===== src/gpio_pkg.sv =====
// *******************
// GPIO subsystem package
// Register bus widths, register map and host count
// *******************
package gpio_pkg;

  // Register bus
  localparam int data_w = 32;  // Register data width
  localparam int addr_w = 5;   // Byte address, spans both peripherals
  localparam int strb_w = 4;   // Write strobe, any nonzero bit writes all

  // Peer host ports in front of the arbiter
  localparam int num_hosts = 2;

  // GPIO register block, offsets 0 to 8
  localparam logic [addr_w-1:0] reg_gpio_dir = 5'd0;  // Output enable, 1 = output
  localparam logic [addr_w-1:0] reg_gpio_out = 5'd4;  // Output values
  localparam logic [addr_w-1:0] reg_gpio_in  = 5'd8;  // Pin inputs, read only

  // Edge capture block, offsets 16 and 20
  localparam logic [addr_w-1:0] reg_edge_status = 5'd16;  // Sticky flags, W1C
  localparam logic [addr_w-1:0] reg_edge_mask   = 5'd20;  // Edge enable per pin

  // One queued request, packed as {addr, wstrb, wdata}
  localparam int req_w = addr_w + strb_w + data_w;

  // Field positions inside a request
  localparam int req_strb_lsb = data_w;
  localparam int req_addr_lsb = data_w + strb_w;

endpackage


===== src/edge_capture.sv =====
// *******************
// Edge capture peripheral
// Sticky rising-edge flags under a mask, W1C, interrupt
// *******************
`timescale 1ns/10ps

module edge_capture
  import gpio_pkg::*;
#(
  parameter int gpio_nr = 8
) (
  input  logic               clk,
  input  logic               resetn,
  input  logic [3:0]         addr,     // Local byte offset
  input  logic [strb_w-1:0]  wrstb,
  input  logic [data_w-1:0]  wdata,
  input  logic               valid,
  output logic               ready,
  output logic [data_w-1:0]  rdata,
  input  logic [gpio_nr-1:0] gpio_in,
  output logic               irq       // Any flag set
);

  localparam logic [3:0] off_status = reg_edge_status[3:0];
  localparam logic [3:0] off_mask   = reg_edge_mask[3:0];

  logic [gpio_nr-1:0] prev_in;  // Last pin sample
  logic [gpio_nr-1:0] mask;
  logic [gpio_nr-1:0] status;
  logic [gpio_nr-1:0] rise;     // Masked 0 to 1 this cycle
  logic [gpio_nr-1:0] clr;      // Write-one-to-clear bits
  logic               wr;

  assign wr   = |wrstb;
  assign rise = gpio_in & ~prev_in & mask;
  assign clr  = (valid && wr && addr == off_status) ? wdata[gpio_nr-1:0] : '0;

  always_ff @(posedge clk) begin
    if (!resetn) begin
      prev_in <= '0;
      mask    <= '0;
      status  <= '0;
      irq     <= 1'b0;
      ready   <= 1'b0;
    end else begin
      prev_in <= gpio_in;
      ready   <= valid;
      if (valid && wr && addr == off_mask) mask <= wdata[gpio_nr-1:0];
      status <= (status & ~clr) | rise;  // New edge wins over clear
      irq    <= |status;
    end
  end

  // Read data, holes and writes return 0
  always_ff @(posedge clk) begin
    if (valid) begin
      if (!wr && addr == off_status) rdata <= data_w'(status);
      else if (!wr && addr == off_mask) rdata <= data_w'(mask);
      else rdata <= '0;
    end
  end

endmodule


===== config.mk =====
export PLATFORM = sky130hd
export DESIGN_NAME = edge_capture
export DESIGN_NICKNAME = d
export VERILOG_FILES = /design/src/gpio_pkg.sv /design/src/edge_capture.sv
export SDC_FILE = /design/constraint.sdc
export NUM_CORES = 1
export LEC_CHECK = 0
export BUFFER_PORTS_ARGS = -buffer_cell sky130_fd_sc_hd__buf_4
export CAP_MARGIN = 15
export CORE_MARGIN = 10
export CORE_UTILIZATION = 44
export DETAILED_ROUTE_END_ITERATION = 7
export GPL_TIMING_DRIVEN = 1
export MAX_ROUTING_LAYER = met4
export PLACE_DENSITY_LB_ADDON = 0.08
export SLEW_MARGIN = 30
export SYNTH_ARGS = -nofsm -noshare
export SYNTH_HDL_FRONTEND = slang
export SYNTH_SLANG_ARGS = --single-unit

===== constraint.sdc =====
create_clock -name clk -period 1.35 [get_ports clk]
set_input_delay 0.0675 -clock clk [delete_from_list [all_inputs] [get_ports clk]]
set_output_delay 0.0675 -clock clk [all_outputs]
set_load 0.05 [all_outputs]

==> results.json, run 1 <==
{
  "worstHoldPathType": "input port to register",
  "grt_max_degree": 35,
  "finalSetupViolations": 0,
  "drt.antenna.violating_nets": 0,
  "clkLatencyLatePin_ps": 330,
  "cp_data_arrival_time_ps": 1310,
  "vias_per_cell": 4.64,
  "min_delay_worst_endpoint": "mask[7]",
  "post_synth_fa_ha_maj_area_fraction_pct": 0,
  "detail_route.drc_violations": 0,
  "synth_top_family_by_area": "simple AND/OR/NAND/NOR gates",
  "asyncSetResetFlopFracSynth_pct": 0,
  "critical_path.max_stage_delay_ps": 550,
  "worst_ir_drop_vdd_v": 0.000703,
  "clock_tree_from_tritoncts": "yes",
  "die_height_um": 79.4,
  "hold_path_startpoint": "wdata[7]",
  "critPathMostFrequentCell": "sky130_fd_sc_hd__buf_4",
  "postRouteWirelength_um": 3500,
  "total_cell_area_at_the_placement_stage_um2": 1800,
  "power.density_nw_per_um2": 992,
  "gr-usage-all-layers_pct": 11.7,
  "cp_cell_sequence": "buf_4 > or4b_4 > nor3b_2 > buf_4 > mux2i_1",
  "post-route-period-util_pct": 78.1,
  "critPathCaptureType": "register",
  "initial_utilization_pct": 46.2,
  "num-nets-final": 260,
  "r2r_start": "status[2]",
  "final_min_period_ps": 1050,
  "setup_repair_after_global_routing_missed_its_margin": "false",
  "cts-buffers-inserted": 5,
  "instances_no_fill": 255,
  "max_clk_rate_mhz": 948,
  "synthCells": 155,
  "cts-root-buf": "sky130_fd_sc_hd__clkbuf_4",
  "worst_ep_required_time_ps": 1610,
  "synth-warning-count": 0,
  "floorplan.core_area_um2": 3360,
  "synth.top_cells.by_count": "26 x sky130_fd_sc_hd__dfxtp_1, 24 x sky130_fd_sc_hd__buf_4, 17 x sky130_fd_sc_hd__nand2_1",
  "startpoint_type": "input port",
  "finalClockSkew_ps": 4.52,
  "r2r.worst_path.cells": 2,
  "grt_overflow": 0,
  "via_count_of_the_first_global_routing_pass": 1331,
  "ioPinCount": 85,
  "final-hold-violation-count": 0,
  "final_layout_size_suffix_gt1_share_pct": 23.9,
  "clock_tree.buffer_depth": 2,
  "number_of_diodes_added_for_antenna_fixing": 0,
  "reg2reg_setup_slack_ps": 490,
  "hpwlAfterDp_um": 2610,
  "final_design_area_excluding_fillers_um2": 1970,
  "leakage_nw": 0.882,
  "yosys_register_bits": 34,
  "synth_flop_cell": "sky130_fd_sc_hd__dfxtp_1",
  "netlist.top_cell.by_area": "sky130_fd_sc_hd__dfxtp_1",
  "synth_compound_gate_area_share_pct": 5.64,
  "total_power_w": 0.00195,
  "dr.first_iter.drc_count": 51,
  "nFillCells": 312,
  "rows": 21,
  "worst-path-max-fanout": 5,
  "port-buffer-count": 36,
  "synth_cell_types": 21,
  "synth_edf_count": 8,
  "grt_antenna_before_repair": 0,
  "hold_depth": 3,
  "synth.cell_area_um2": 1550,
  "wl_per_cell_um": 13.7,
  "area_fraction_of_the_dominant_cell_type_after_synthesis_pct": 33.5,
  "max_cap_viol_count": 0,
  "cts.clk_slew.worst_paths_ps": 90,
  "setup.worst_path.class": "input port to register",
  "synth_area_leaders": "sky130_fd_sc_hd__dfxtp_1 34%, sky130_fd_sc_hd__edfxtp_1 15%, sky130_fd_sc_hd__buf_4 12%, sky130_fd_sc_hd__mux2i_1 10%, sky130_fd_sc_hd__and3b_1 4.5%",
  "outcome": "finished, final reports clean",
  "fin_hold_ws_ps": 2.70,
  "dieWidth_um": 79.4,
  "utilization_pct": 58.5,
  "timing.final.max_slew_violations": 0,
  "synth.mux.area_fraction_pct": 10.3,
  "tritoncts_num_sinks": 34,
  "reg2reg_to": "irq",
  "signed_area_change_from_the_synthesized_netlist_to_the_final_layout_pct": 26.7,
  "post_synth_xor_area_fraction_pct": 0,
  "synthMostInstantiatedCell": "sky130_fd_sc_hd__dfxtp_1",
  "synth.yosys.seq_area_share_pct": 49.0,
  "htree_num_levels": 2,
  "dp_cells": 236,
  "synth_simple_gate_area_share_pct": 21.3,
  "synth_area_per_cell_um2": 10.0,
  "place.gp.congestion": 0.784,
  "grt_pass1_wl_um": 5810,
  "design.die.area_um2": 6310,
  "detailroute.via_count": 1184,
  "critical_path.slowest_cell": "sky130_fd_sc_hd__or4b_4",
  "first_pass_iters": 4
}
==> critical path: cells and delay by family <==
family	cells	cell delay, ps
simple gates	2	750
buf+inv	2	300
mux	1	190
==> worst max path at each step <==
stage | end | cells after the start | slack, ps | start
after detailed placement | mask[5] | 5 | -50 | addr[1]
final | mask[5] | 5 | 300 | addr[1]
after CTS | mask[5] | 5 | 280 | addr[1]
after global routing | mask[7] | 5 | 220 | addr[1]
after floorplan | mask[0] | 4 | 180 | addr[1]
after global placement | mask[2] | 5 | -30 | addr[1]
==> state kept, by name (all words and copies together) (netlist names) <==
signal,count
ready,1
mask,8
status,8
prev_in,8
rdata,8
irq,1
==> final cells by class <==
| cell class | count | area (um^2) | share of cell area [%] |
|---|---|---|---|
| Clock buffer | 7 | 45.0 | 2.29 |
| Multi-Input combinational cell | 114 | 668 | 34.0 |
| Sequential cell | 34 | 761 | 38.7 |
| Tap cell | 46 | 57.6 | 2.93 |
| Timing Repair Buffer | 54 | 435 | 22.1 |
==> per-stage QoR <==
step | setup slack [ps] | setup TNS (ps)
global placement | -26.7 | -126
global route | 221 | 0
floorplan | 176 | 0
CTS | 284 | 0
detailed placement | -53.1 | -301
finish | 295 | 0
==> report_power, final <==
group / switching (W) / internal [W] / leakage, nW
sequential: 0.00000869 / 0.00107 / 0.295
combinational: 0.000256 / 0.000120 / 0.562
clock: 0.000303 / 0.000196 / 0.0254
==> cells in the final DEF, fill, tap and decap left out <==
master / n
sky130_fd_sc_hd__nor4_1: 3
sky130_fd_sc_hd__and3b_1: 8
sky130_fd_sc_hd__nand2_1: 17
sky130_fd_sc_hd__a21boi_0: 1
sky130_fd_sc_hd__or4b_4: 1
sky130_fd_sc_hd__nor3b_2: 1
sky130_fd_sc_hd__clkbuf_4: 5
sky130_fd_sc_hd__nor3_2: 1
sky130_fd_sc_hd__nor3_1: 1
sky130_fd_sc_hd__edfxtp_1: 8
sky130_fd_sc_hd__dlygate4sd3_1: 12
sky130_fd_sc_hd__nor2_1: 8
sky130_fd_sc_hd__conb_1: 24
sky130_fd_sc_hd__mux2i_1: 16
sky130_fd_sc_hd__dfxtp_1: 26
sky130_fd_sc_hd__o21ai_0: 8
sky130_fd_sc_hd__a21oi_1: 8
sky130_fd_sc_hd__and2_1: 9
sky130_fd_sc_hd__nor2b_1: 8
sky130_fd_sc_hd__clkbuf_1: 2
sky130_fd_sc_hd__buf_4: 42
==> metal layers <==
layer / vias up / wire length [um] / global-route usage [%]
met5: - / 0 / -
met4: 0 / 42 / 4.30
met3: 7 / 266 / 3.83
met2: 53 / 1630 / 19.6
met1: 543 / 1560 / 12.7
li1: 581 / - / -
==> kinds of logic (layout without fill, tap and decap cells) <==
kind of cell	count (synthesis)	in the layout
simple gates	57	57
flops	34	34
buf+inv	30	61
compound gates	17	17
mux	16	16
other cells	1	24
==> repair_timing <==
action / in CTS / in global routing
hold buffers: 12 / 0
buffers inserted: 0 / 0
resized for setup: 0 / 0
endpoints found under the setup margin: 0 / 0
endpoints found under the hold margin: 12 / 0
Power figures use the tool's default switching activity.
==> run 2: changes to the inputs <==
--- a/config.mk
+++ b/config.mk
@@ -8,7 +8,7 @@
 export BUFFER_PORTS_ARGS = -buffer_cell sky130_fd_sc_hd__buf_4
 export CAP_MARGIN = 15
 export CORE_MARGIN = 10
-export CORE_UTILIZATION = 44
+export CORE_UTILIZATION = 40
 export DETAILED_ROUTE_END_ITERATION = 7
 export GPL_TIMING_DRIVEN = 1
 export MAX_ROUTING_LAYER = met4
==> constraint.sdc (replaced) <==
create_clock -name clk -period 0.85 [get_ports clk]
set_input_delay 0.0425 -clock clk [delete_from_list [all_inputs] [get_ports clk]]
set_output_delay 0.0425 -clock clk [all_outputs]
set_load 0.05 [all_outputs]
==> results.json, run 2 (synthesized netlist as in run 1, its figures left out) <==
{
  "worstHoldPathType": "input port to register",
  "port-buffer-count": 36,
  "setup.worst_path.class": "input port to register",
  "grt_max_degree": 35,
  "violated_checks": "setup timing",
  "post-route-period-util_pct": 125,
  "postRouteWirelength_um": 3610,
  "clkLatencyLatePin_ps": 280,
  "utilization_pct": 56.1,
  "timing.final.max_slew_violations": 0,
  "cts.clk_slew.worst_paths_ps": 60,
  "cp_cell_sequence": "buf_6 > or4b_4 > nor3b_4 > buf_6 > mux2i_1",
  "tritoncts_num_sinks": 34,
  "clock_tree_from_tritoncts": "yes",
  "place.gp.congestion": 0.712,
  "grt_antenna_before_repair": 0,
  "ioPinCount": 85,
  "initial_utilization_pct": 41.8,
  "max_cap_viol_count": 0,
  "final_layout_size_suffix_gt1_share_pct": 28.6,
  "hold_depth": 3,
  "cts-root-buf": "sky130_fd_sc_hd__clkbuf_8",
  "drt.antenna.violating_nets": 0,
  "vias_per_cell": 4.48,
  "hpwlAfterDp_um": 2600,
  "critPathMostFrequentCell": "sky130_fd_sc_hd__buf_6",
  "wl_per_cell_um": 14.2,
  "worst-path-max-fanout": 8,
  "instances_no_fill": 254,
  "cp_data_arrival_time_ps": 1270,
  "leakage_nw": 0.913,
  "power.density_nw_per_um2": 1650,
  "critPathCaptureType": "register",
  "critical_path.max_stage_delay_ps": 550,
  "timing.final.ws_setup_ps": -209,
  "dieWidth_um": 82.3,
  "detail_route.drc_violations": 0,
  "floorplan.core_area_um2": 3720,
  "nFillCells": 349,
  "final_min_period_ps": 1060,
  "detailroute.via_count": 1139,
  "outcome": "complete, but fails checks",
  "rows": 22,
  "setup_repair_after_global_routing_missed_its_margin": "true",
  "design.die.area_um2": 6770,
  "dp_cells": 235,
  "die_height_um": 82.3,
  "cts-buffers-inserted": 5,
  "htree_num_levels": 2,
  "first_pass_iters": 4,
  "commonest_non_fill_non_tap_cell_in_the_layout": "sky130_fd_sc_hd__buf_4",
  "layout_common_cells": "28 x sky130_fd_sc_hd__buf_4, 24 x sky130_fd_sc_hd__conb_1, 21 x sky130_fd_sc_hd__dfxtp_1, 16 x sky130_fd_sc_hd__mux2i_1, 16 x sky130_fd_sc_hd__nand2_1",
  "via_count_of_the_first_global_routing_pass": 1208,
  "signed_area_change_from_the_synthesized_netlist_to_the_final_layout_pct": 34.2,
  "finalSetupViolations": 24,
  "number_of_diodes_added_for_antenna_fixing": 0,
  "fin_hold_ws_ps": 28.3,
  "worst_ir_drop_vdd_v": 0.000967,
  "finalClockSkew_ps": 3.13,
  "dr.first_iter.drc_count": 42,
  "grt_pass1_wl_um": 5580,
  "total_power_w": 0.00343,
  "gr-usage-all-layers_pct": 11.0,
  "startpoint_type": "input port",
  "reg2reg_setup_slack_ps": 0,
  "num-nets-final": 256,
  "r2r.worst_path.cells": 3,
  "final-hold-violation-count": 0,
  "clock_tree.buffer_depth": 2,
  "worst_ep_required_time_ps": 1060,
  "grt_overflow": 0,
  "max_clk_rate_mhz": 944,
  "critical_path.slowest_cell": "sky130_fd_sc_hd__or4b_4"
}
## run 2: changes by cell type in the layout (fill, tap and decap cells not counted), sizes merged
cell / previous run / this run
clkbuf: 7 / 8
dlygate4sd3: 12 / 8
## run 2: what timing repair did
item | in CTS | in global routing
hold buffers | 8 | 0
setup buffers | 2 | 1
gates resized for setup | 20 | 7
pin swaps | 5 | 5
setup endpoints to repair | 26 | 26
endpoints found under the hold margin | 8 | 0
## run 2: cell type report
class / count / area, um^2 / share of cell area (%)
clock buffers: 8 / 80.1 / 3.84
multi-input cells: 114 / 728 / 35.0
flip-flops and latches: 34 / 767 / 36.8
well taps: 48 / 60.1 / 2.88
repair buffers: 50 / 448 / 21.5
## run 2: worst paths after layout
path,start,to
max,addr[1],mask[0]
min,wdata[7],mask[7]
max reg2reg,mask[2],status[2]
min reg2reg,mask[7],mask[7]
## run 2: report_power, final
| part | switching, W | internal [W] |
|---|---|---|
| Sequential | 0.0000177 | 0.00170 |
| Clock | 0.000524 | 0.000581 |
| Combinational | 0.000414 | 0.000202 |
## run 2: critical path: cells and delay by family
family | cells | cell delay (ps)
AND/OR/NAND/NOR | 2 | 760
buffers and inverters | 2 | 270
multiplexers | 1 | 190
## run 2: layer usage
layer  vias up  share of wire (%)  track usage (%)
met4         0                1.9             5.10
met5         -                  0                -
li1        569                  -                -
met1       511                 46             13.2
met3         5                8.1             3.13
met2        54                 44             16.5
## run 2: per-stage QoR
stage	TNS, ps	instance area (um^2)	setup slack (ps)
detailed placement	-9390	1800	-529
floorplan	-4400	1660	-299
finish	-3100	2080	-209
global route	-4020	2080	-267
global placement	-8830	1800	-478
CTS	-3200	2050	-214
