$ cat src/gpio_pkg.sv
// *******************
// GPIO subsystem package
// Register bus widths, register map and host count
// *******************
package gpio_pkg;

  // Register bus
  localparam int data_w = 32;  // Register data width
  localparam int addr_w = 5;   // Byte address, spans both peripherals
  localparam int strb_w = 4;   // Write strobe, any nonzero bit writes all

  // Peer host ports in front of the arbiter
  localparam int num_hosts = 2;

  // GPIO register block, offsets 0 to 8
  localparam logic [addr_w-1:0] reg_gpio_dir = 5'd0;  // Output enable, 1 = output
  localparam logic [addr_w-1:0] reg_gpio_out = 5'd4;  // Output values
  localparam logic [addr_w-1:0] reg_gpio_in  = 5'd8;  // Pin inputs, read only

  // Edge capture block, offsets 16 and 20
  localparam logic [addr_w-1:0] reg_edge_status = 5'd16;  // Sticky flags, W1C
  localparam logic [addr_w-1:0] reg_edge_mask   = 5'd20;  // Edge enable per pin

  // One queued request, packed as {addr, wstrb, wdata}
  localparam int req_w = addr_w + strb_w + data_w;

  // Field positions inside a request
  localparam int req_strb_lsb = data_w;
  localparam int req_addr_lsb = data_w + strb_w;

endpackage

$ cat src/gpio_port.sv
// *******************
// GPIO register block
// Direction, output and input registers on the register bus
// *******************
`timescale 1ns/10ps

module gpio_port
  import gpio_pkg::*;
#(
  parameter int gpio_nr = 8  // Pin count, at most data_w
) (
  input  logic               clk,
  input  logic               resetn,
  input  logic [3:0]         addr,          // Local byte offset
  input  logic [strb_w-1:0]  wrstb,
  input  logic [data_w-1:0]  wdata,
  input  logic               valid,
  output logic               ready,         // One cycle after valid
  output logic [data_w-1:0]  rdata,
  input  logic [gpio_nr-1:0] gpio_in,       // Pad input values
  output logic [gpio_nr-1:0] gpio_out_en,   // 1 drives the pad
  output logic [gpio_nr-1:0] gpio_out_val
);

  // Local offsets inside the 16 byte window
  localparam logic [3:0] off_dir = reg_gpio_dir[3:0];
  localparam logic [3:0] off_out = reg_gpio_out[3:0];
  localparam logic [3:0] off_in  = reg_gpio_in[3:0];

  logic              wr;
  logic [data_w-1:0] rd_mux;

  assign wr = |wrstb;  // Whole register written, no byte lanes

  // Read data selection
  always_comb begin
    case (addr)
      off_dir: rd_mux = data_w'(gpio_out_en);
      off_out: rd_mux = data_w'(gpio_out_val);
      off_in:  rd_mux = data_w'(gpio_in);
      default: rd_mux = '0;  // Nothing stale on a hole
    endcase
  end

  always_ff @(posedge clk) begin
    if (!resetn) begin
      ready <= 1'b0;
    end else begin
      ready <= valid;
    end
  end

  // Pin control, all inputs out of reset
  always_ff @(posedge clk) begin
    if (!resetn) begin
      gpio_out_en  <= '0;
      gpio_out_val <= '0;
    end else if (valid && wr) begin
      case (addr)
        off_dir: gpio_out_en  <= wdata[gpio_nr-1:0];
        off_out: gpio_out_val <= wdata[gpio_nr-1:0];
        default: ;  // Input register is read only
      endcase
    end
  end

  // Read data, zero for writes
  always_ff @(posedge clk) begin
    if (valid) begin
      rdata <= wr ? '0 : rd_mux;
    end
  end

endmodule

$ cat config.mk
export PLATFORM = sky130hd
export DESIGN_NAME = gpio_port
export DESIGN_NICKNAME = d
export VERILOG_FILES = /design/src/gpio_pkg.sv /design/src/gpio_port.sv
export SDC_FILE = /design/constraint.sdc
export NUM_CORES = 1
export LEC_CHECK = 0
export BUFFER_PORTS_ARGS = -buffer_cell sky130_fd_sc_hd__clkbuf_2
export CAP_MARGIN = 20
export CELL_PAD_IN_SITES_DETAIL_PLACEMENT = 0
export CELL_PAD_IN_SITES_GLOBAL_PLACEMENT = 1
export CORE_ASPECT_RATIO = 1.1
export CORE_MARGIN = 10
export CORE_UTILIZATION = 28
export CTS_CLUSTER_DIAMETER = 80
export DETAILED_ROUTE_END_ITERATION = 16
export PLACE_DENSITY = 0.91
export SYNTH_ARGS = -nofsm -noshare
export SYNTH_HDL_FRONTEND = slang
export SYNTH_SLANG_ARGS = --single-unit
$ cat constraint.sdc
create_clock -name clk -period 1.7 [get_ports clk]
set_input_delay 0.17 -clock clk [delete_from_list [all_inputs] [get_ports clk]]
set_output_delay 0.17 -clock clk [all_outputs]
set_load 0.01 [all_outputs]
==> results of run 1 <==
[layer usage]
layer  track usage [%]  share of wire [%]  wire [um]  vias up
met3              2.80                 10        334        0
met5                 0                  0          0        -
met4              2.88                  0          0        0
li1                  -                  -          -      503
met1              8.72                 42       1330      410
met2              12.7                 48       1520       43
[final timing paths]
path / end / cells after the start
max: rdata[1] / 4
min: gpio_out_val[6] / 3
max reg2reg: rdata[6] / 3
min reg2reg: gpio_out_val[7] / 2
[worst register-to-register path, stage by stage, from the launching register on]
cell     delay (ps)
dfxtp_1         370
mux2i_1         110
or2_2           300
a21oi_2         110
[per-stage QoR]
stage               setup WS [ps]  total power, mW  area, um^2
detailed placement           70.6            0.778        1550
global route                  278             1.17        1600
floorplan                     306            0.762        1430
finish                        349             1.11        1600
CTS                           345             1.12        1600
global placement             81.9            0.776        1550
[sequential cells by signal, indices dropped and copies added, names as in the netlist]
name and cells:
gpio_out_en 8, gpio_out_val 8, rdata 8, ready 1
[placed cells by master, fill, tap and decap left out]
| cell | Yosys | final |
|---|---|---|
| or3_1 | 1 | 1 |
| buf_4 | 24 | 2 |
| conb_1 | 1 | 24 |
| nor2b_1 | 1 | 1 |
| clkbuf_8 | 0 | 3 |
| dfxtp_1 | 17 | 17 |
| or2_2 | 8 | 8 |
| a21oi_2 | 8 | 8 |
| and3b_2 | 1 | 1 |
| nor4b_1 | 1 | 1 |
| clkinvlp_4 | 0 | 1 |
| edfxtp_1 | 8 | 8 |
| nand3_2 | 1 | 1 |
| or4_4 | 1 | 1 |
| and2_1 | 1 | 1 |
| clkbuf_2 | 0 | 51 |
| nand2_1 | 32 | 32 |
| mux2i_1 | 24 | 24 |
[synth_stat cells, drive strengths merged]
master	count	area, um^2
nand2	32	120
buf	28	211
mux2i	24	240
dfxtp	17	340
a21oi	8	70.1
edfxtp	8	240
or2	8	50.1
clkbuf	3	11.3
and2	1	6.26
and3b	1	10.0
conb	1	3.75
nand3	1	10.0
nor2b	1	6.26
nor4b	1	8.76
or3	1	6.26
or4	1	11.3
[power groups by stage]
stage | sequential [mW] | combinational (mW) | clock, mW
final | 0.631 | 0.133 | 0.346
after global routing | 0.633 | 0.149 | 0.392
after CTS | 0.631 | 0.133 | 0.359
after detailed placement | 0.645 | 0.133 | 0
after global placement | 0.645 | 0.131 | 0
after floorplan | 0.652 | 0.110 | 0
[area by class of cell]
class	count	area share [%]
clock buffers	3	2.58
well taps	56	4.38
multi-input cells	103	39.4
repair buffers	53	16.9
flip-flops and latches	25	36.3
clock inverters	1	0.469
[logic make-up (layout without fill, tap and decap cells)]
logic type | count (synthesis) | in the layout | synth area share [%]
AO/OA/AOI/OAI | 8 | 8 | 5.20
buffers and inverters | 31 | 57 | 16.5
flip-flops | 25 | 25 | 43.1
multiplexers | 24 | 24 | 17.8
other | 1 | 24 | 0.279
AND/OR/NAND/NOR | 47 | 47 | 17.0
==> metrics.md, run 1 <==
| Metric | Value |
|---|---|
| Outcome | `finished, final reports clean` |
| Post-cts hold buffer count | `0` |
| CP cell instances | `clkbuf_2, or4_4, or3_1, a21oi_2` |
| Mapped Area | `0.00135 mm^2` |
| PwrDens | `around 690 mW/mm^2` |
| WS Path Type | `input pin to register` |
| Share of post-route cells with drive strength above 1 | `roughly two fifths` |
| Clk sink count | `25` |
| Critical Path AT | `1470 ps` |
| Vias per cell | `3.97` |
| Vias in the first global route | `1052` |
| Worst hold slack | `about 150 ps` |
| FILL cells | `between 500 and 600` |
| Die H | `roughly 93 um` |
| Fin. max-slew vios | `0` |
| Finished Layout Cells | `241` |
| DR WL/cell | `between 10 and 15 um` |
| Width of the die | `86.1 um` |
| Static Leak | `0.755 nW` |
| Hold Crit Start | `wdata[6]` |
| Postcts setup bufs | `0` |
| Htree depth | `1` |
| YS warnings | `0` |
| Starting Density | `~29%` |
| HPWL Detailed | `roughly 2.7 mm` |
| Library cells used by synthesis | `19` |
| First-pass GRT wire length | `5.00 mm` |
| Largest net degree at the start of global routing | `26` |
| Buffers on Ports | `51` |
| Sequential Power Share | `roughly 57%` |
| R2R Path Start | `gpio_out_val[6]` |
| Crit-path slowest cell | `or4_4` |
| Max FO, Critical Path | `8` |
| Hold/Removal Path Class | `input pin to register` |
| Post-route antenna net violation count | `0` |
| Final design utilization | `34.4%` |
| Crit. Startpoint | `wrstb[1]` |
| Die area | `0.00799 mm^2` |
| Worst-path clk slew | `90 ps` |
| Clock power frac | `31.1%` |
| Tcrit/Tclk final | `79.4%` |
| Grt ovf | `0` |
| P_int | `841 uW` |
| Crit-path max cell delay | `540 ps` |
| Clock Latency Late Sink | `between 200 and 300 ps` |
| CTS tree | `yes` |
| Crit path required time | `1820 ps` |
| CP Capture Type | `register` |
| Worst IR Drop VDD | `0.000258 V` |
| GRT Total Usage | `7.65%` |
| Number of antenna violations at the first check in global routing | `0` |
| Clock buffer count from CTS | `3` |
| GPL Wtd Cong | `0.712` |
| Initial DRT Pass Iterations | `4` |
| FF/Latch Area | `around 580 um^2` |
| Max Clk Rate | `roughly 0.74 GHz` |
| DP Cell Count | `237` |
| Core area | `0.00465 mm^2` |
| Synthesized area per cell | `9.90 um^2` |
| DR DRC count | `0` |
| Worst Setup Start Kind | `input pin` |
| Total of max-cap violations | `0` |
| Nets | `237` |
| Net switching power figure | `between 200 and 300 uW` |
| Delay-heaviest family, CP | `simple AND/OR/NAND/NOR gates` |
| Row cnt | `26` |
| Final-report hold violation count | `0` |
| Area of the multi-input gates | `629 um^2` |
| Area added between synthesis and finish | `18.8%` |
| Final min period | `1350 ps` |
| Sequential-to-total area share from yosys stat | `a little over two fifths` |
| Comb power frac | `a little under an eighth` |
| Root Buffer | `clkbuf_8` |
| DR vias | `about 960` |
| WP buf/inv | `1` |
| Post-CTS sizing | `0` |
| IO Count | `100` |
| CTS max path bufs | `2` |
| Switch share | `24.2%` |
| Routed WL | `3.19 mm` |
| Post-synthesis register bit count | `25` |
| Number of inserted diodes | `0` |
| Endpoints failing setup | `0` |
| Setup slack, reg-to-reg | `680 ps` |
| Syn Inst Count | `between 100 and 150` |
| RSZ-0062 raised after global routing | `false` |
| Clock skew | `~0.6 ps` |
| Number of DRC markers in iteration 0 | `19` |
| TNS Setup | `0 ps` |
Note: power is estimated with default switching activity, not from simulation.
==> run 2: changes to the inputs <==
ABC_AREA = 1   (was unset)
CORE_UTILIZATION = 29   (was 28)
clock period = 1.3 ns   (was 1.7 ns; I/O delays follow)
==> metrics.md, run 2 <==
| Metric | Value |
|---|---|
| CP cell instances | `clkbuf_2` |
| Max FO, Critical Path | `3 (-5)` |
| TNS Setup | `0 ps (unchanged)` |
| Post-synthesis register bit count | `25 (unchanged)` |
| GPL Wtd Cong | `0.741 (+4.1%)` |
| Buffers on Ports | `51 (unchanged)` |
| Endpoints failing setup | `0 (unchanged)` |
| Nets | `301 (+27%)` |
| Finished Layout Cells | `324 (+34%)` |
| Total of max-cap violations | `0 (unchanged)` |
| DR DRC count | `0 (unchanged)` |
| FILL cells | `586 (+14%)` |
| Area added between synthesis and finish | `16.4%` |
| Hold endpoint | `gpio_out_val[5]` |
| Final-report hold violation count | `0 (unchanged)` |
| Switch share | `27.6% (+3.4 points)` |
| Worst-path clk slew | `80 ps (about the same)` |
| Starting Density | `29.6% (+0.66 points)` |
| Mapped Area | `0.00159 mm^2 (+18%)` |
| Share of post-route cells with drive strength above 1 | `35.3% (-5.7 points)` |
| Setup slack, reg-to-reg | `500 ps (-180 ps)` |
| Core area | `0.00536 mm^2 (+15%)` |
| DR WL/cell | `12.3 um (-7.1%)` |
| Worst hold slack | `195 ps (+43.3 ps)` |
| Initial DRT Pass Iterations | `4 (unchanged)` |
| Crit. Startpoint | `gpio_out_val[5]` |
| Clk sink count | `25 (unchanged)` |
| Ys flop type | `dfxtp_1` |
| Root Buffer | `clkbuf_8` |
| FF/Latch Area | `581 um^2 (unchanged)` |
| Htree depth | `1 (unchanged)` |
| Worst Setup Start Kind | `register` |
| Width of the die | `90.5 um (+5.1%)` |
| CP Capture Type | `output port` |
| Postcts setup bufs | `0 (unchanged)` |
| Area of the multi-input gates | `754 um^2 (+20%)` |
| Delay-heaviest family, CP | `flip-flops` |
| Most frequent cells in the layout | `51 x clkbuf_2, 38 x nand2_1, 26 x nor2_1, 24 x conb_1, 23 x nand4_1` |
| Number of inserted diodes | `0 (unchanged)` |
| Hold Crit Start | `wdata[5]` |
| P_int | `1.13 mW (+34%)` |
| Number of synthesized flops with an enable pin | `8 (unchanged)` |
| Static Leak | `0.982 nW (+30%)` |
| RSZ-0062 raised after global routing | `false` |
| Final design utilization | `34.5% (+0.081 points)` |
| R2R Path Start | `gpio_out_val[6]` |
| Cells on worst reg2reg path | `4 (+1)` |
| Routed WL | `3.98 mm (+25%)` |
| Clock Latency Late Sink | `270 ps (about the same)` |
| Post-CTS sizing | `0 (unchanged)` |
| Ys async rst share | `0% (unchanged)` |
| Cell Area, Placed | `0.00180 mm^2 (+16%)` |
| Vias per cell | `4.02 (+1.3%)` |
| Clock buffer count from CTS | `3 (unchanged)` |
| Row cnt | `28 (+7.7%)` |
| HPWL Detailed | `3.36 mm (+24%)` |
| Library cells used by synthesis | `22 (+3)` |
| YS warnings | `0 (unchanged)` |
| Post-cts hold buffer count | `0 (unchanged)` |
| Syn Inst Count | `199 (+46%)` |
| CTS max path bufs | `2 (unchanged)` |
| Commonest non-fill, non-tap cell in the layout | `clkbuf_2` |
| Largest net degree at the start of global routing | `20 (-23%)` |
| Final min period | `944 ps` |
| PwrDens | `843 mW/mm^2 (+21%)` |
| Hold/Removal Path Class | `input pin to register` |
| Final instance area | `0.00185 mm^2 (+15%)` |
| Vias in the first global route | `1346 (+28%)` |
| Clock skew | `2.18 ps (+1.59 ps)` |
| Grt ovf | `0 (unchanged)` |
| Fin. max-slew vios | `0 (unchanged)` |
| Synthesized area per cell | `7.97 um^2 (-19%)` |
| RR Endpoint | `rdata[6]` |
| Synth top area cells | `dfxtp_1 21%, edfxtp_1 15%, buf_4 12%` |
| Worst IR Drop VDD | `0.000358 V (+39%)` |
| Die area | `0.00883 mm^2 (+11%)` |
| Sequential-to-total area share from yosys stat | `36.6% (-6.5 points)` |
| IO Count | `100 (unchanged)` |
| Worst Hold Depth | `5 (+2)` |
| Tcrit/Tclk final | `72.6%` |
| Crit path required time | `1170 ps (-650 ps)` |
| Crit-path slowest cell | `dfxtp_1` |
| WP buf/inv | `1 (unchanged)` |
| WS Path Type | `register to output port` |
| Crit-path max cell delay | `380 ps (-160 ps)` |
| Net switching power figure | `430 uW (+60%)` |
| DR vias | `1302 (+36%)` |
| Max Clk Rate | `1.06 GHz` |
| Post-route antenna net violation count | `0 (unchanged)` |
| Area leader, netlist | `dfxtp_1` |
| First-pass GRT wire length | `6.49 mm (+30%)` |
| Top cells by count, synth | `38 x nand2_1, 26 x nor2_1, 25 x buf_4` |
| Outcome | `finished, final reports clean` |
| Number of antenna violations at the first check in global routing | `0 (unchanged)` |
| Top flop regs | `gpio_out_en: 8 flops, gpio_out_val: 8 flops, rdata: 8 flops` |
| Count leader, synth | `nand2_1` |
| Comb power frac | `16.6% (+4.6 points)` |
| Number of DRC markers in iteration 0 | `49 (+30)` |
| Die H | `97.6 um (+5.2%)` |
| DP Cell Count | `320 (+35%)` |
| Sequential Power Share | `53.6% (-3.3 points)` |
| GRT Total Usage | `8.92% (+1.3 points)` |
| CTS tree | `yes` |
| Clock power frac | `29.8% (-1.3 points)` |
| Post-synth top area share | `21.5% (-3.8 points)` |
| Critical Path AT | `810 ps (-660 ps)` |
run 2: final cells by class:
| class | instances | area share (%) |
|---|---|---|
| clock buffer | 4 | 2.44 |
| inverter | 22 | 4.74 |
| multi-input combinational | 143 | 40.9 |
| sequential | 25 | 31.4 |
| tap | 75 | 5.08 |
| timing repair buffer | 55 | 15.4 |
run 2: worst max-delay path by stage:
stage                      end  slack [ps]  cells past startpoint
2_1_floorplan         rdata[5]         330                      9
3_3_place_gp          rdata[3]         130                      8
3_5_place_dp          rdata[0]         110                      8
4_1_cts        gpio_out_val[6]         340                      1
5_1_grt               rdata[7]         290                      8
6_report       gpio_out_val[5]         360                      1
run 2: per-layer routing:
metal / global-route usage (%) / share of wire, % / up-vias
met5: 0 / 0 / -
met4: 5.15 / 2.3 / 0
met3: 1.55 / 5.0 / 5
met2: 15.8 / 50 / 47
met1: 9.67 / 42 / 565
li1: - / - / 685
run 2: logic make-up (layout without fill, tap and decap cells):
family,Yosys count,after routing,share of synthesized area (%)
buffers and inverters,54,81,21.3
other,1,24,0.236
DFF,25,25,36.6
and+or+nand+nor,119,119,41.9
run 2: tightest hold or removal path, delay by kind of cell:
| family | cells | cell delay [ps] |
|---|---|---|
| simple gates | 3 | 200 |
| buf+inv | 2 | 110 |
run 2: through the flow:
step                      power (mW)  setup slack (ps)
final                           1.56               356
after global routing            1.61               289
after CTS                       1.57               340
after detailed placement        1.11               115
after global placement          1.11               125
after floorplan                 1.08               327
run 2: power by group through the flow:
stage          combinational, mW  clock (mW)  sequential, mW
2_1_floorplan              0.214           0           0.862
3_3_place_gp               0.256           0           0.852
3_5_place_dp               0.259           0           0.852
4_1_cts                    0.259       0.476           0.834
5_1_grt                    0.289       0.489           0.837
6_report                   0.259       0.463           0.834
