$ cat src/gpio_pkg.sv
// *******************
// GPIO subsystem package
// Register bus widths, register map and host count
// *******************
package gpio_pkg;

  // Register bus
  localparam int data_w = 32;  // Register data width
  localparam int addr_w = 5;   // Byte address, spans both peripherals
  localparam int strb_w = 4;   // Write strobe, any nonzero bit writes all

  // Peer host ports in front of the arbiter
  localparam int num_hosts = 2;

  // GPIO register block, offsets 0 to 8
  localparam logic [addr_w-1:0] reg_gpio_dir = 5'd0;  // Output enable, 1 = output
  localparam logic [addr_w-1:0] reg_gpio_out = 5'd4;  // Output values
  localparam logic [addr_w-1:0] reg_gpio_in  = 5'd8;  // Pin inputs, read only

  // Edge capture block, offsets 16 and 20
  localparam logic [addr_w-1:0] reg_edge_status = 5'd16;  // Sticky flags, W1C
  localparam logic [addr_w-1:0] reg_edge_mask   = 5'd20;  // Edge enable per pin

  // One queued request, packed as {addr, wstrb, wdata}
  localparam int req_w = addr_w + strb_w + data_w;

  // Field positions inside a request
  localparam int req_strb_lsb = data_w;
  localparam int req_addr_lsb = data_w + strb_w;

endpackage

$ cat src/cmd_queue.sv
// *******************
// Host request queue
// Circular buffer, one credit back per freed entry
// *******************
`timescale 1ns/10ps

module cmd_queue
  import gpio_pkg::*;
#(
  parameter int queue_depth = 4  // Entries, also the host's initial credits
) (
  input  logic             clk,
  input  logic             resetn,
  input  logic             push,       // Host request, only while holding a credit
  input  logic [req_w-1:0] push_data,
  output logic             q_valid,    // Head entry present
  output logic [req_w-1:0] q_data,
  input  logic             q_pop,      // Interconnect took the head
  output logic             credit      // One cycle, one slot freed
);

  localparam int ptr_w = (queue_depth > 1) ? $clog2(queue_depth) : 1;
  localparam int cnt_w = $clog2(queue_depth + 1);

  logic [req_w-1:0] mem [queue_depth];  // Request storage
  logic [ptr_w-1:0] wr_ptr;
  logic [ptr_w-1:0] rd_ptr;
  logic [cnt_w-1:0] count;  // Occupied entries

  // Pointer step with wrap, depth need not be a power of two
  function automatic logic [ptr_w-1:0] ptr_inc(input logic [ptr_w-1:0] p);
    if (p == ptr_w'(queue_depth - 1)) begin
      return '0;
    end
    return p + 1'b1;
  endfunction

  assign q_valid = (count != '0);
  assign q_data  = mem[rd_ptr];  // Head shown combinationally

  // Payload write, credits keep the host off a full queue
  always_ff @(posedge clk) begin
    if (push) begin
      mem[wr_ptr] <= push_data;
    end
  end

  always_ff @(posedge clk) begin
    if (!resetn) begin
      wr_ptr <= '0;
      rd_ptr <= '0;
      count  <= '0;
      credit <= 1'b0;
    end else begin
      if (push) wr_ptr <= ptr_inc(wr_ptr);
      if (q_pop) rd_ptr <= ptr_inc(rd_ptr);
      case ({push, q_pop})
        2'b10:   count <= count + 1'b1;  // Fill only
        2'b01:   count <= count - 1'b1;  // Drain only
        default: count <= count;         // Both or neither
      endcase
      credit <= q_pop;  // Pop at T, credit at T+1
    end
  end

endmodule

$ cat config.mk
export PLATFORM = sky130hd
export DESIGN_NAME = cmd_queue
export DESIGN_NICKNAME = d
export VERILOG_FILES = /design/src/gpio_pkg.sv /design/src/cmd_queue.sv
export SDC_FILE = /design/constraint.sdc
export NUM_CORES = 1
export LEC_CHECK = 0
export BUFFER_PORTS_ARGS = -buffer_cell sky130_fd_sc_hd__clkbuf_2
export CAP_MARGIN = 20
export CORE_UTILIZATION = 40
export DETAILED_ROUTE_END_ITERATION = 6
export MAX_ROUTING_LAYER = met4
export PLACE_DENSITY = 0.68
export SETUP_SLACK_MARGIN = 0.3
export SYNTH_ARGS = -nofsm -noshare
export SYNTH_HDL_FRONTEND = slang
export SYNTH_SLANG_ARGS = --single-unit
$ cat constraint.sdc
create_clock -name clk -period 2 [get_ports clk]
set_input_delay 0.2 -clock clk [delete_from_list [all_inputs] [get_ports clk]]
set_output_delay 0.2 -clock clk [all_outputs]
set_load 0.005 [all_outputs]
==> results of run 1 <==
==> how the worst max path moves through the flow <==
stage,start,endpoint,slack [ns],cells after the start
after global routing,flip-flop,q_data[11],0.003,3
after CTS,flip-flop,q_data[20],0.03,3
after detailed placement,push,count[2],0.27,7
final,flip-flop,q_data[28],0.07,3
after global placement,push,count[2],0.30,7
after floorplan,wr_ptr[0],mem[2][0],0.49,3
==> worst register-to-register path, stage by stage, from the launching register on <==
cell	delay (ns)
dfxtp_1	0.35
fa_1	0.44
xnor2_1	0.15
or3_1	0.30
a21boi_0	0.18
==> per-stage QoR <==
stage | hold slack [ns] | power, uW | worst slack (ns)
4_1_cts | 0.00230 | 8530 | 0.0327
3_3_place_gp | 0.413 | 4940 | 0.301
2_1_floorplan | 0.299 | 4660 | 0.491
6_report | 0.0298 | 8450 | 0.0660
3_5_place_dp | 0.420 | 4970 | 0.272
5_1_grt | 0.0116 | 8730 | 0.00294
==> power by group through the flow <==
stage,Combinational [uW],Sequential (uW),Clock (uW)
2_1_floorplan,407,4250,0
3_5_place_dp,691,4270,0
5_1_grt,840,4210,3680
6_report,768,4200,3480
4_1_cts,764,4200,3570
3_3_place_gp,679,4260,0
==> placed cells by master (no fill, tap or decap) <==
cell	count
clkinvlp_4	2
edfxtp_1	164
dlygate4sd3_1	40
clkinv_2	1
nor3_1	1
clkbuf_8	3
inv_6	1
dfxtp_1	8
xnor2_1	2
clkinv_4	1
a21boi_0	1
bufinv_16	4
dfxtp_4	1
mux4_2	41
nor2b_1	4
clkbuf_16	19
and2_1	2
o21a_1	1
buf_16	1
dfxtp_2	1
fa_1	1
and2_2	4
o21ai_0	1
nor2_1	2
clkbuf_2	87
mux2i_1	4
clkbuf_1	3
buf_12	6
inv_1	3
ha_1	6
or3_1	2
buf_4	2
==> sequential cells by signal (all words and copies together), names as in the netlist, named ones only <==
name	flops
rd_ptr	2
count	3
wr_ptr	2
credit	1
mem	164
==> logic make-up after synthesis <==
family / Yosys count / share of synthesized area [%]
AO/OA/AOI/OAI: 3 / 0.311
XOR/XNOR: 2 / 0.272
adder cells (fa/ha/maj): 7 / 1.48
buffers and inverters: 13 / 1.96
flip-flops: 174 / 79.6
multiplexers: 45 / 15.0
AND/OR/NAND/NOR: 15 / 1.36
==> area by class of cell <==
class / instances / share of cell area, %
Timing Repair Buffer: 138 / 12.7
Sequential cell: 174 / 61.9
Clock inverter: 9 / 1.90
Clock buffer: 23 / 5.77
Inverter: 3 / 0.136
Multi-Input combinational cell: 72 / 14.3
Tap cell: 216 / 3.26
==> routing by layer <==
metal,up-vias,wire (um),global-route usage [%],part of all wire (%)
met5,-,0,-,0
met4,0,170,6.71,1.5
met3,16,519,4.16,4.5
met2,83,5700,23.6,50
met1,1566,5060,18.4,44
li1,1391,-,-,-
==> repair_timing <==
item | in CTS | in global routing
hold buffers | 40 | 0
cloned | 0 | 2
resized for setup | 1 | 1
endpoints found under the hold margin | 160 | 0
setup endpoints to repair | 41 | 41
buffers inserted | 2 | 0
==> metrics.txt, run 1 <==
result of the run completed; Endpoint, Worst Hold mem[1][31]; sequential-to-total area share from yosys stat 79.6%; Num CTS Buffers 17; clock share of power 41.2%; most frequent cell after synthesis edfxtp_1; Core ar. 0.0158 mm2; worst-case register-to-register setup slack 0.51 ns; Layout fillers 1295; first-pass GRT wire length 17200 um; final clock period utilization by the worst path 96.7%; Avg WL per Cell 18.0 um; top cells by area in the synthesized netlist edfxtp_1 76%, mux4_2 14%, dfxtp_1 3.1%; launching point of the worst reg2reg path count[0]; Yosys top cell by area edfxtp_1; clock period minus final worst setup slack 1.93 ns; Arrival @ worst endpoint 1.73 ns; starting utilization of the core area 40.8%; clock root buffer master clkbuf_16; net switching power 1680 uW; CP Launch Type flip-flop; antenna diode count 0; count of maximum capacitance violations 0; total die area 0.0166 mm2; static leakage 0.00288 uW; number of top-level pins 88; summed negative setup slack over all endpoints 0 ns; type of destination of the critical path primary output; post-layout utilization of the core 52.5%; critical-path maximum fanout 11; WS Path Type flip-flop to primary output; total wire length after detailed routing 11500 um; pin count of the biggest net entering global routing 42; syn avg cell area 24.9 um2; DRC viols 0; sequential share of power 49.7%; overall die height 129 um; Cell variety after synth 21; clock skew 0.00872 ns; cells along the critical path clkbuf_16 > mux4_2 > clkbuf_2; Horiz. Die Dim 129 um; power density relative to cell area 1020 mW/mm2; Area Overhead vs Synth 28.7%; total iterations of the first detailed-routing run 4; global routing usage summed across all routing layers 15.1%; worst skew pair latency 0.42 ns; slowest cell delay on critical path 0.51 ns; area of all placed cells without fillers 0.00828 mm2; peak supply drop 0.582 mV; Clock Tree Buf Depth 2; combined flip-flop and latch cell area 0.00513 mm2; setup repair after global routing missed its margin true; share of flip-flops with an asynchronous set or reset 0%; combined buffer and inverter count along the critical path 2; Slew Limit Fails 0; Top Family by Delay on Critical Path multiplexers; Cell Int Power 6770 uW; yosys warns 0; fraction of post-synthesis cell area in the top cell type by area 76.5%; count of flip-flops with a built-in enable after synthesis 164; residual antenna-violating net count after detailed routing 0; number of cells produced by synthesis 259; Final Hold Viols 0; Layout Nets 458; worst min-delay path class primary input to flip-flop; # setup viols final 0; routability-driven placement congestion ratio 0.739; synthesized flop and latch total 174; site row count 46; switching part of the total 19.9%; Placed Instance Area 0.00718 mm2; combinational share of power 9.1%; cell types with the highest counts after synthesis 164 x edfxtp_1, 40 x mux4_2, 10 x dfxtp_1, 6 x and2_1, 6 x ha_1; vias per cell 4.81; Synth Flop Type edfxtp_1; hpwl dp 6210 um; number of global-route vias before repair 3249; mapped cell area 0.00644 mm2; clk sinks 174; headroom to the max-slew limit 81.5%; total via count after detailed routing 3056; cell depth of the worst min-delay path 1; clock slew seen by the registers of the worst setup and hold paths 0.06 ns; Max Freq 517 MHz; non-filler instance count after layout 635; reg-to-reg endpoint count[2]; placed insts 559; Synth Net Count 311; proportion of layout cells with a drive suffix above 1 41.5%; Required @ worst endpoint 1.80 ns; area used by multi-input combinational logic 0.00119 mm2; initial antenna violation count 0; residual overflow from global routing 0; critical hold path startpoint push_data[31]; number of levels the H-tree was split into 4; TritonCTS clock tree yes; depth of the most critical reg-to-reg path 4; Buffers on Ports 87; Detailed Route Iter0 Violations 175; slew of the pin with the lowest slew margin 0.277 ns; Worst path slowest cell mux4_2
Note: power is estimated with default switching activity, not from simulation.
==> inputs of run 2 (changes only) <==
- CORE_UTILIZATION: 40 -> 45
- PLACE_DENSITY: 0.68 -> unset
- PLACE_DENSITY_LB_ADDON: unset -> 0.15
==> metrics.txt, run 2 (synthesis gave the netlist of run 1 again) <==
worst hold-check slack 0.0107 ns; result of the run completed; Placed Instance Area 0.00713 mm2; Avg WL per Cell 18.5 um; clk sinks 174; critical-path maximum fanout 6; worst min-delay path class primary input to flip-flop; Arrival @ worst endpoint 1.74 ns; Num CTS Buffers 17; slowest cell delay on critical path 0.52 ns; setup repair after global routing missed its margin true; clock root buffer master clkbuf_16; Top Family by Delay on Critical Path multiplexers; area used by multi-input combinational logic 0.00119 mm2; DRC viols 0; max reg flops 164; count of maximum capacitance violations 0; worst skew pair latency 0.42 ns; residual antenna-violating net count after detailed routing 0; overall die height 122 um; WS Path Type flip-flop to primary output; biggest registers after layout mem x164, count x3; most used cells in the layout excluding fill and tap cells 164 x edfxtp_1, 81 x clkbuf_2, 41 x mux4_2; CP Launch Type flip-flop; post-layout utilization of the core 58.6%; Buffers on Ports 87; hpwl dp 6320 um; area of all placed cells without fillers 0.00817 mm2; type of destination of the critical path primary output; headroom to the max-slew limit 75.8%; Horiz. Die Dim 122 um; Worst path slowest cell mux4_2; total wire length after detailed routing 11100 um; number of levels the H-tree was split into 4; static leakage 0.00285 uW; slew of the pin with the lowest slew margin 0.364 ns; total via count after detailed routing 3008; Layout Nets 457; residual overflow from global routing 0; proportion of layout cells with a drive suffix above 1 42.2%; TritonCTS clock tree yes; site row count 43; Clock Tree Buf Depth 2; most common cell after layout, fill and taps aside edfxtp_1; Detailed Route Iter0 Violations 152; Required @ worst endpoint 1.80 ns; Area Overhead vs Synth 26.8%; routability-driven placement congestion ratio 0.680; Final Hold Viols 0; vias per cell 5.04; combined flip-flop and latch cell area 0.00513 mm2; worst slack at placement 0.264 ns; depth of the most critical reg-to-reg path 4; Core ar. 0.0139 mm2; pin count of the biggest net entering global routing 42; clock slew seen by the registers of the worst setup and hold paths 0.06 ns; number of top-level pins 88; clock period minus final worst setup slack 1.94 ns; total iterations of the first detailed-routing run 4; starting utilization of the core area 46.2%; peak supply drop 0.483 mV; cell depth of the worst min-delay path 1; Layout fillers 1041; first-pass GRT wire length 16700 um; Worst Slack Setup Final 0.0610 ns; clock skew 0.00422 ns; instance count on the critical path 4; combined buffer and inverter count along the critical path 3; final clock period utilization by the worst path 96.9%; # setup viols final 0; antenna diode count 0; power density relative to cell area 969 mW/mm2; Max Freq 516 MHz; Slew Limit Fails 0; initial antenna violation count 0; number of global-route vias before repair 3122; total die area 0.0148 mm2; cells along the critical path buf_4 > buf_12 > mux4_2 > clkbuf_2; Power, Total 7910 uW; global routing usage summed across all routing layers 16.7%; largest register by flop count mem
==> run 2: cell count changes in the layout (fill, tap and decap cells not counted), sizes merged <==
| cell | before | now |
|---|---|---|
| clkbuf | 112 | 103 |
| bufinv | 4 | 1 |
| dlygate4sd3 | 40 | 30 |
| inv | 4 | 3 |
| buf | 9 | 25 |
| clkinv | 2 | 7 |
==> run 2: path summary, 6_finish.rpt <==
check          startpoint  slack (ns)        end
min reg2reg      count[2]        0.49   count[2]
max reg2reg      count[0]        0.56   count[2]
max             flip-flop        0.06  q_data[3]
min          push_data[0]        0.01  mem[3][0]
==> run 2: metrics by stage <==
stage / TNS [ns] / std cells
4_1_cts: 0 / 595
3_5_place_dp: 0 / 526
6_report: 0 / 597
5_1_grt: -0.00497 / 597
3_3_place_gp: 0 / 526
2_1_floorplan: 0 / 259
==> run 2: where the power goes <==
group / switching, uW / internal (uW)
clock network: 1220 / 1680
registers: 44.5 / 4150
logic: 356 / 468
total: 1620 / 6290
==> run 2: timing repair <==
action / 4_1_cts / 5_1_grt
hold buffers: 30 / 0
resized for setup: 11 / 12
endpoints found under the hold margin: 119 / 0
endpoints found under the setup margin: 41 / 41
cloned: 2 / 1
setup buffers: 6 / 1
==> run 2: area by class of cell <==
cell class	count	area share (%)
clock inverters	10	0.904
multi-input cells	72	14.6
clock buffers	21	5.39
well taps	180	2.76
inverters	3	0.138
repair buffers	137	13.4
flip-flops and latches	174	62.8
==> run 2: layer usage <==
metal	global-route usage (%)	part of all wire, %	vias up
met2	24.7	49	67
met1	21.9	46	1542
li1	-	-	1384
met5	-	0	-
met4	7.41	1.6	0
met3	4.45	4.2	15
==> inputs of run 3 (changes only) <==
- BUFFER_PORTS_ARGS: -buffer_cell sky130_fd_sc_hd__clkbuf_2 -> unset
- DONT_BUFFER_PORTS: unset -> 1
==> metrics.txt, run 3 (synthesis gave the netlist of run 1 again) <==
clk sinks 174; summed negative setup slack over all endpoints 0 ns; slew of the pin with the lowest slew margin 0.340 ns; first-pass GRT wire length 16600 um; CP Launch Type flip-flop; worst hold-check slack 0.182 ns; worst min-delay path class primary input to flip-flop; Arrival @ worst endpoint 1.58 ns; Power, Total 7860 uW; total via count after detailed routing 2722; setup repair after global routing missed its margin true; total die area 0.0148 mm2; GRT met1 Usage 21.0%; M2 GR Usage 24.5%; type of destination of the critical path primary output; GR peak layer met2; starting utilization of the core area 46.2%; met3 capacity usage during global routing 5.48%; area of all placed cells without fillers 0.00773 mm2; hpwl dp 6120 um; clock slew seen by the registers of the worst setup and hold paths 0.06 ns; Buffers on Ports 0; Detailed Route Iter0 Violations 120; Slew Limit Fails 0; peak supply drop 0.560 mV; Horiz. Die Dim 122 um; clock root buffer master clkbuf_16; most used cells in the layout excluding fill and tap cells 164 x edfxtp_1, 45 x dlygate4sd3_1, 41 x mux4_2; site row count 43; max reg flops 164; largest register by flop count mem; initial antenna violation count 1; Layout Nets 377; critical hold path startpoint push; # setup viols final 0; Placed Instance Area 0.00670 mm2; most common cell after layout, fill and taps aside edfxtp_1; overall die height 122 um; residual overflow from global routing 0; total iterations of the first detailed-routing run 4; final clock period utilization by the worst path 88.8%; clock period minus final worst setup slack 1.78 ns; reg-to-reg endpoint mem[0][30]; residual antenna-violating net count after detailed routing 0; routability-driven placement congestion ratio 0.649; result of the run completed; DRC viols 0; Core ar. 0.0139 mm2; Area Overhead vs Synth 20.0%; worst skew pair latency 0.42 ns; total wire length after detailed routing 10800 um; proportion of layout cells with a drive suffix above 1 26.6%; Endpoint, Worst Hold mem[0][11]; headroom to the max-slew limit 77.3%; Final Hold Viols 0; Clock Tree Buf Depth 2; number of global-route vias before repair 2916; static leakage 0.00250 uW; depth of the most critical reg-to-reg path 4; critical-path maximum fanout 16; clock skew 0.0103 ns; global routing usage summed across all routing layers 16.5%; count of maximum capacitance violations 0; Avg WL per Cell 20.8 um; TritonCTS clock tree yes; cell depth of the worst min-delay path 1; Max Freq 563 MHz; vias per cell 5.24; Required @ worst endpoint 1.80 ns; biggest registers after layout mem x164, count x3; power density relative to cell area 1020 mW/mm2; Num CTS Buffers 17; launching point of the worst reg2reg path wr_ptr[0]; number of top-level pins 88; Layout fillers 1048; WS Path Type flip-flop to primary output; number of levels the H-tree was split into 4; pin count of the biggest net entering global routing 42; worst-case register-to-register setup slack 0.53 ns
-- run 3: cell types whose count changed in the layout (fill, tap and decap cells not counted), moves of 2 or more --
cell,previous run,this run
dlygate4sd3_1,30,45
clkinv_2,2,5
clkinv_1,5,0
clkbuf_2,81,0
clkbuf_8,0,4
buf_12,8,5
buf_6,10,0
clkbuf_1,4,1
clkinv_4,0,2
buf_4,5,7
buf_16,2,0
-- run 3: repair_timing --
action | CTS | global route
gates resized for setup | 1 | 1
endpoints found under the setup margin | 41 | 66
buffers inserted | 2 | 0
hold buffers | 45 | 0
hold endpoints to repair | 174 | 0
-- run 3: worst max-delay path by stage --
stage | startpoint | to | slack, ns | depth (start not counted)
after floorplan | wr_ptr[0] | mem[2][0] | 0.49 | 3
after global placement | wr_ptr[0] | mem[0][20] | 0.36 | 4
after CTS | flip-flop | q_data[13] | 0.17 | 2
after global routing | flip-flop | q_data[11] | 0.15 | 2
after detailed placement | wr_ptr[0] | mem[0][20] | 0.35 | 4
final | flip-flop | q_data[13] | 0.22 | 2
-- run 3: power by group --
group	total [uW]	internal (uW)	switching, uW
sequential	4190	4150	45.1
clock	3060	1790	1270
combinational	611	311	300
total	7860	6240	1620
-- run 3: worst max-delay path: stages (launching register included) --
cell     delay [ns]
dfxtp_4        0.40
buf_12         0.20
mux4_2         0.56
-- run 3: area by class of cell --
class | count | area [um2] | share of cell area (%)
antenna | 1 | 2.50 | 0.0324
clock buffer | 23 | 509 | 6.59
clock inverter | 9 | 57.6 | 0.745
inverter | 3 | 11.3 | 0.146
multi-input combinational | 72 | 1190 | 15.4
sequential | 174 | 5130 | 66.4
tap | 180 | 225 | 2.91
timing repair buffer | 57 | 603 | 7.80
-- run 3: metrics by stage --
stage	util [%]	setup slack [ns]	std cells
2_1_floorplan	-	0.491	259
3_3_place_gp	48.1	0.360	439
3_5_place_dp	48.1	0.349	439
4_1_cts	55.4	0.174	518
5_1_grt	55.5	0.151	519
6_report	55.5	0.223	519
-- run 3: per-layer routing --
layer | wire (um) | part of all wire, % | vias to the layer above
met5 | 0 | 0 | -
met4 | 165 | 1.5 | 0
met3 | 506 | 4.7 | 14
met2 | 5360 | 50 | 64
met1 | 4770 | 44 | 1422
li1 | - | - | 1222
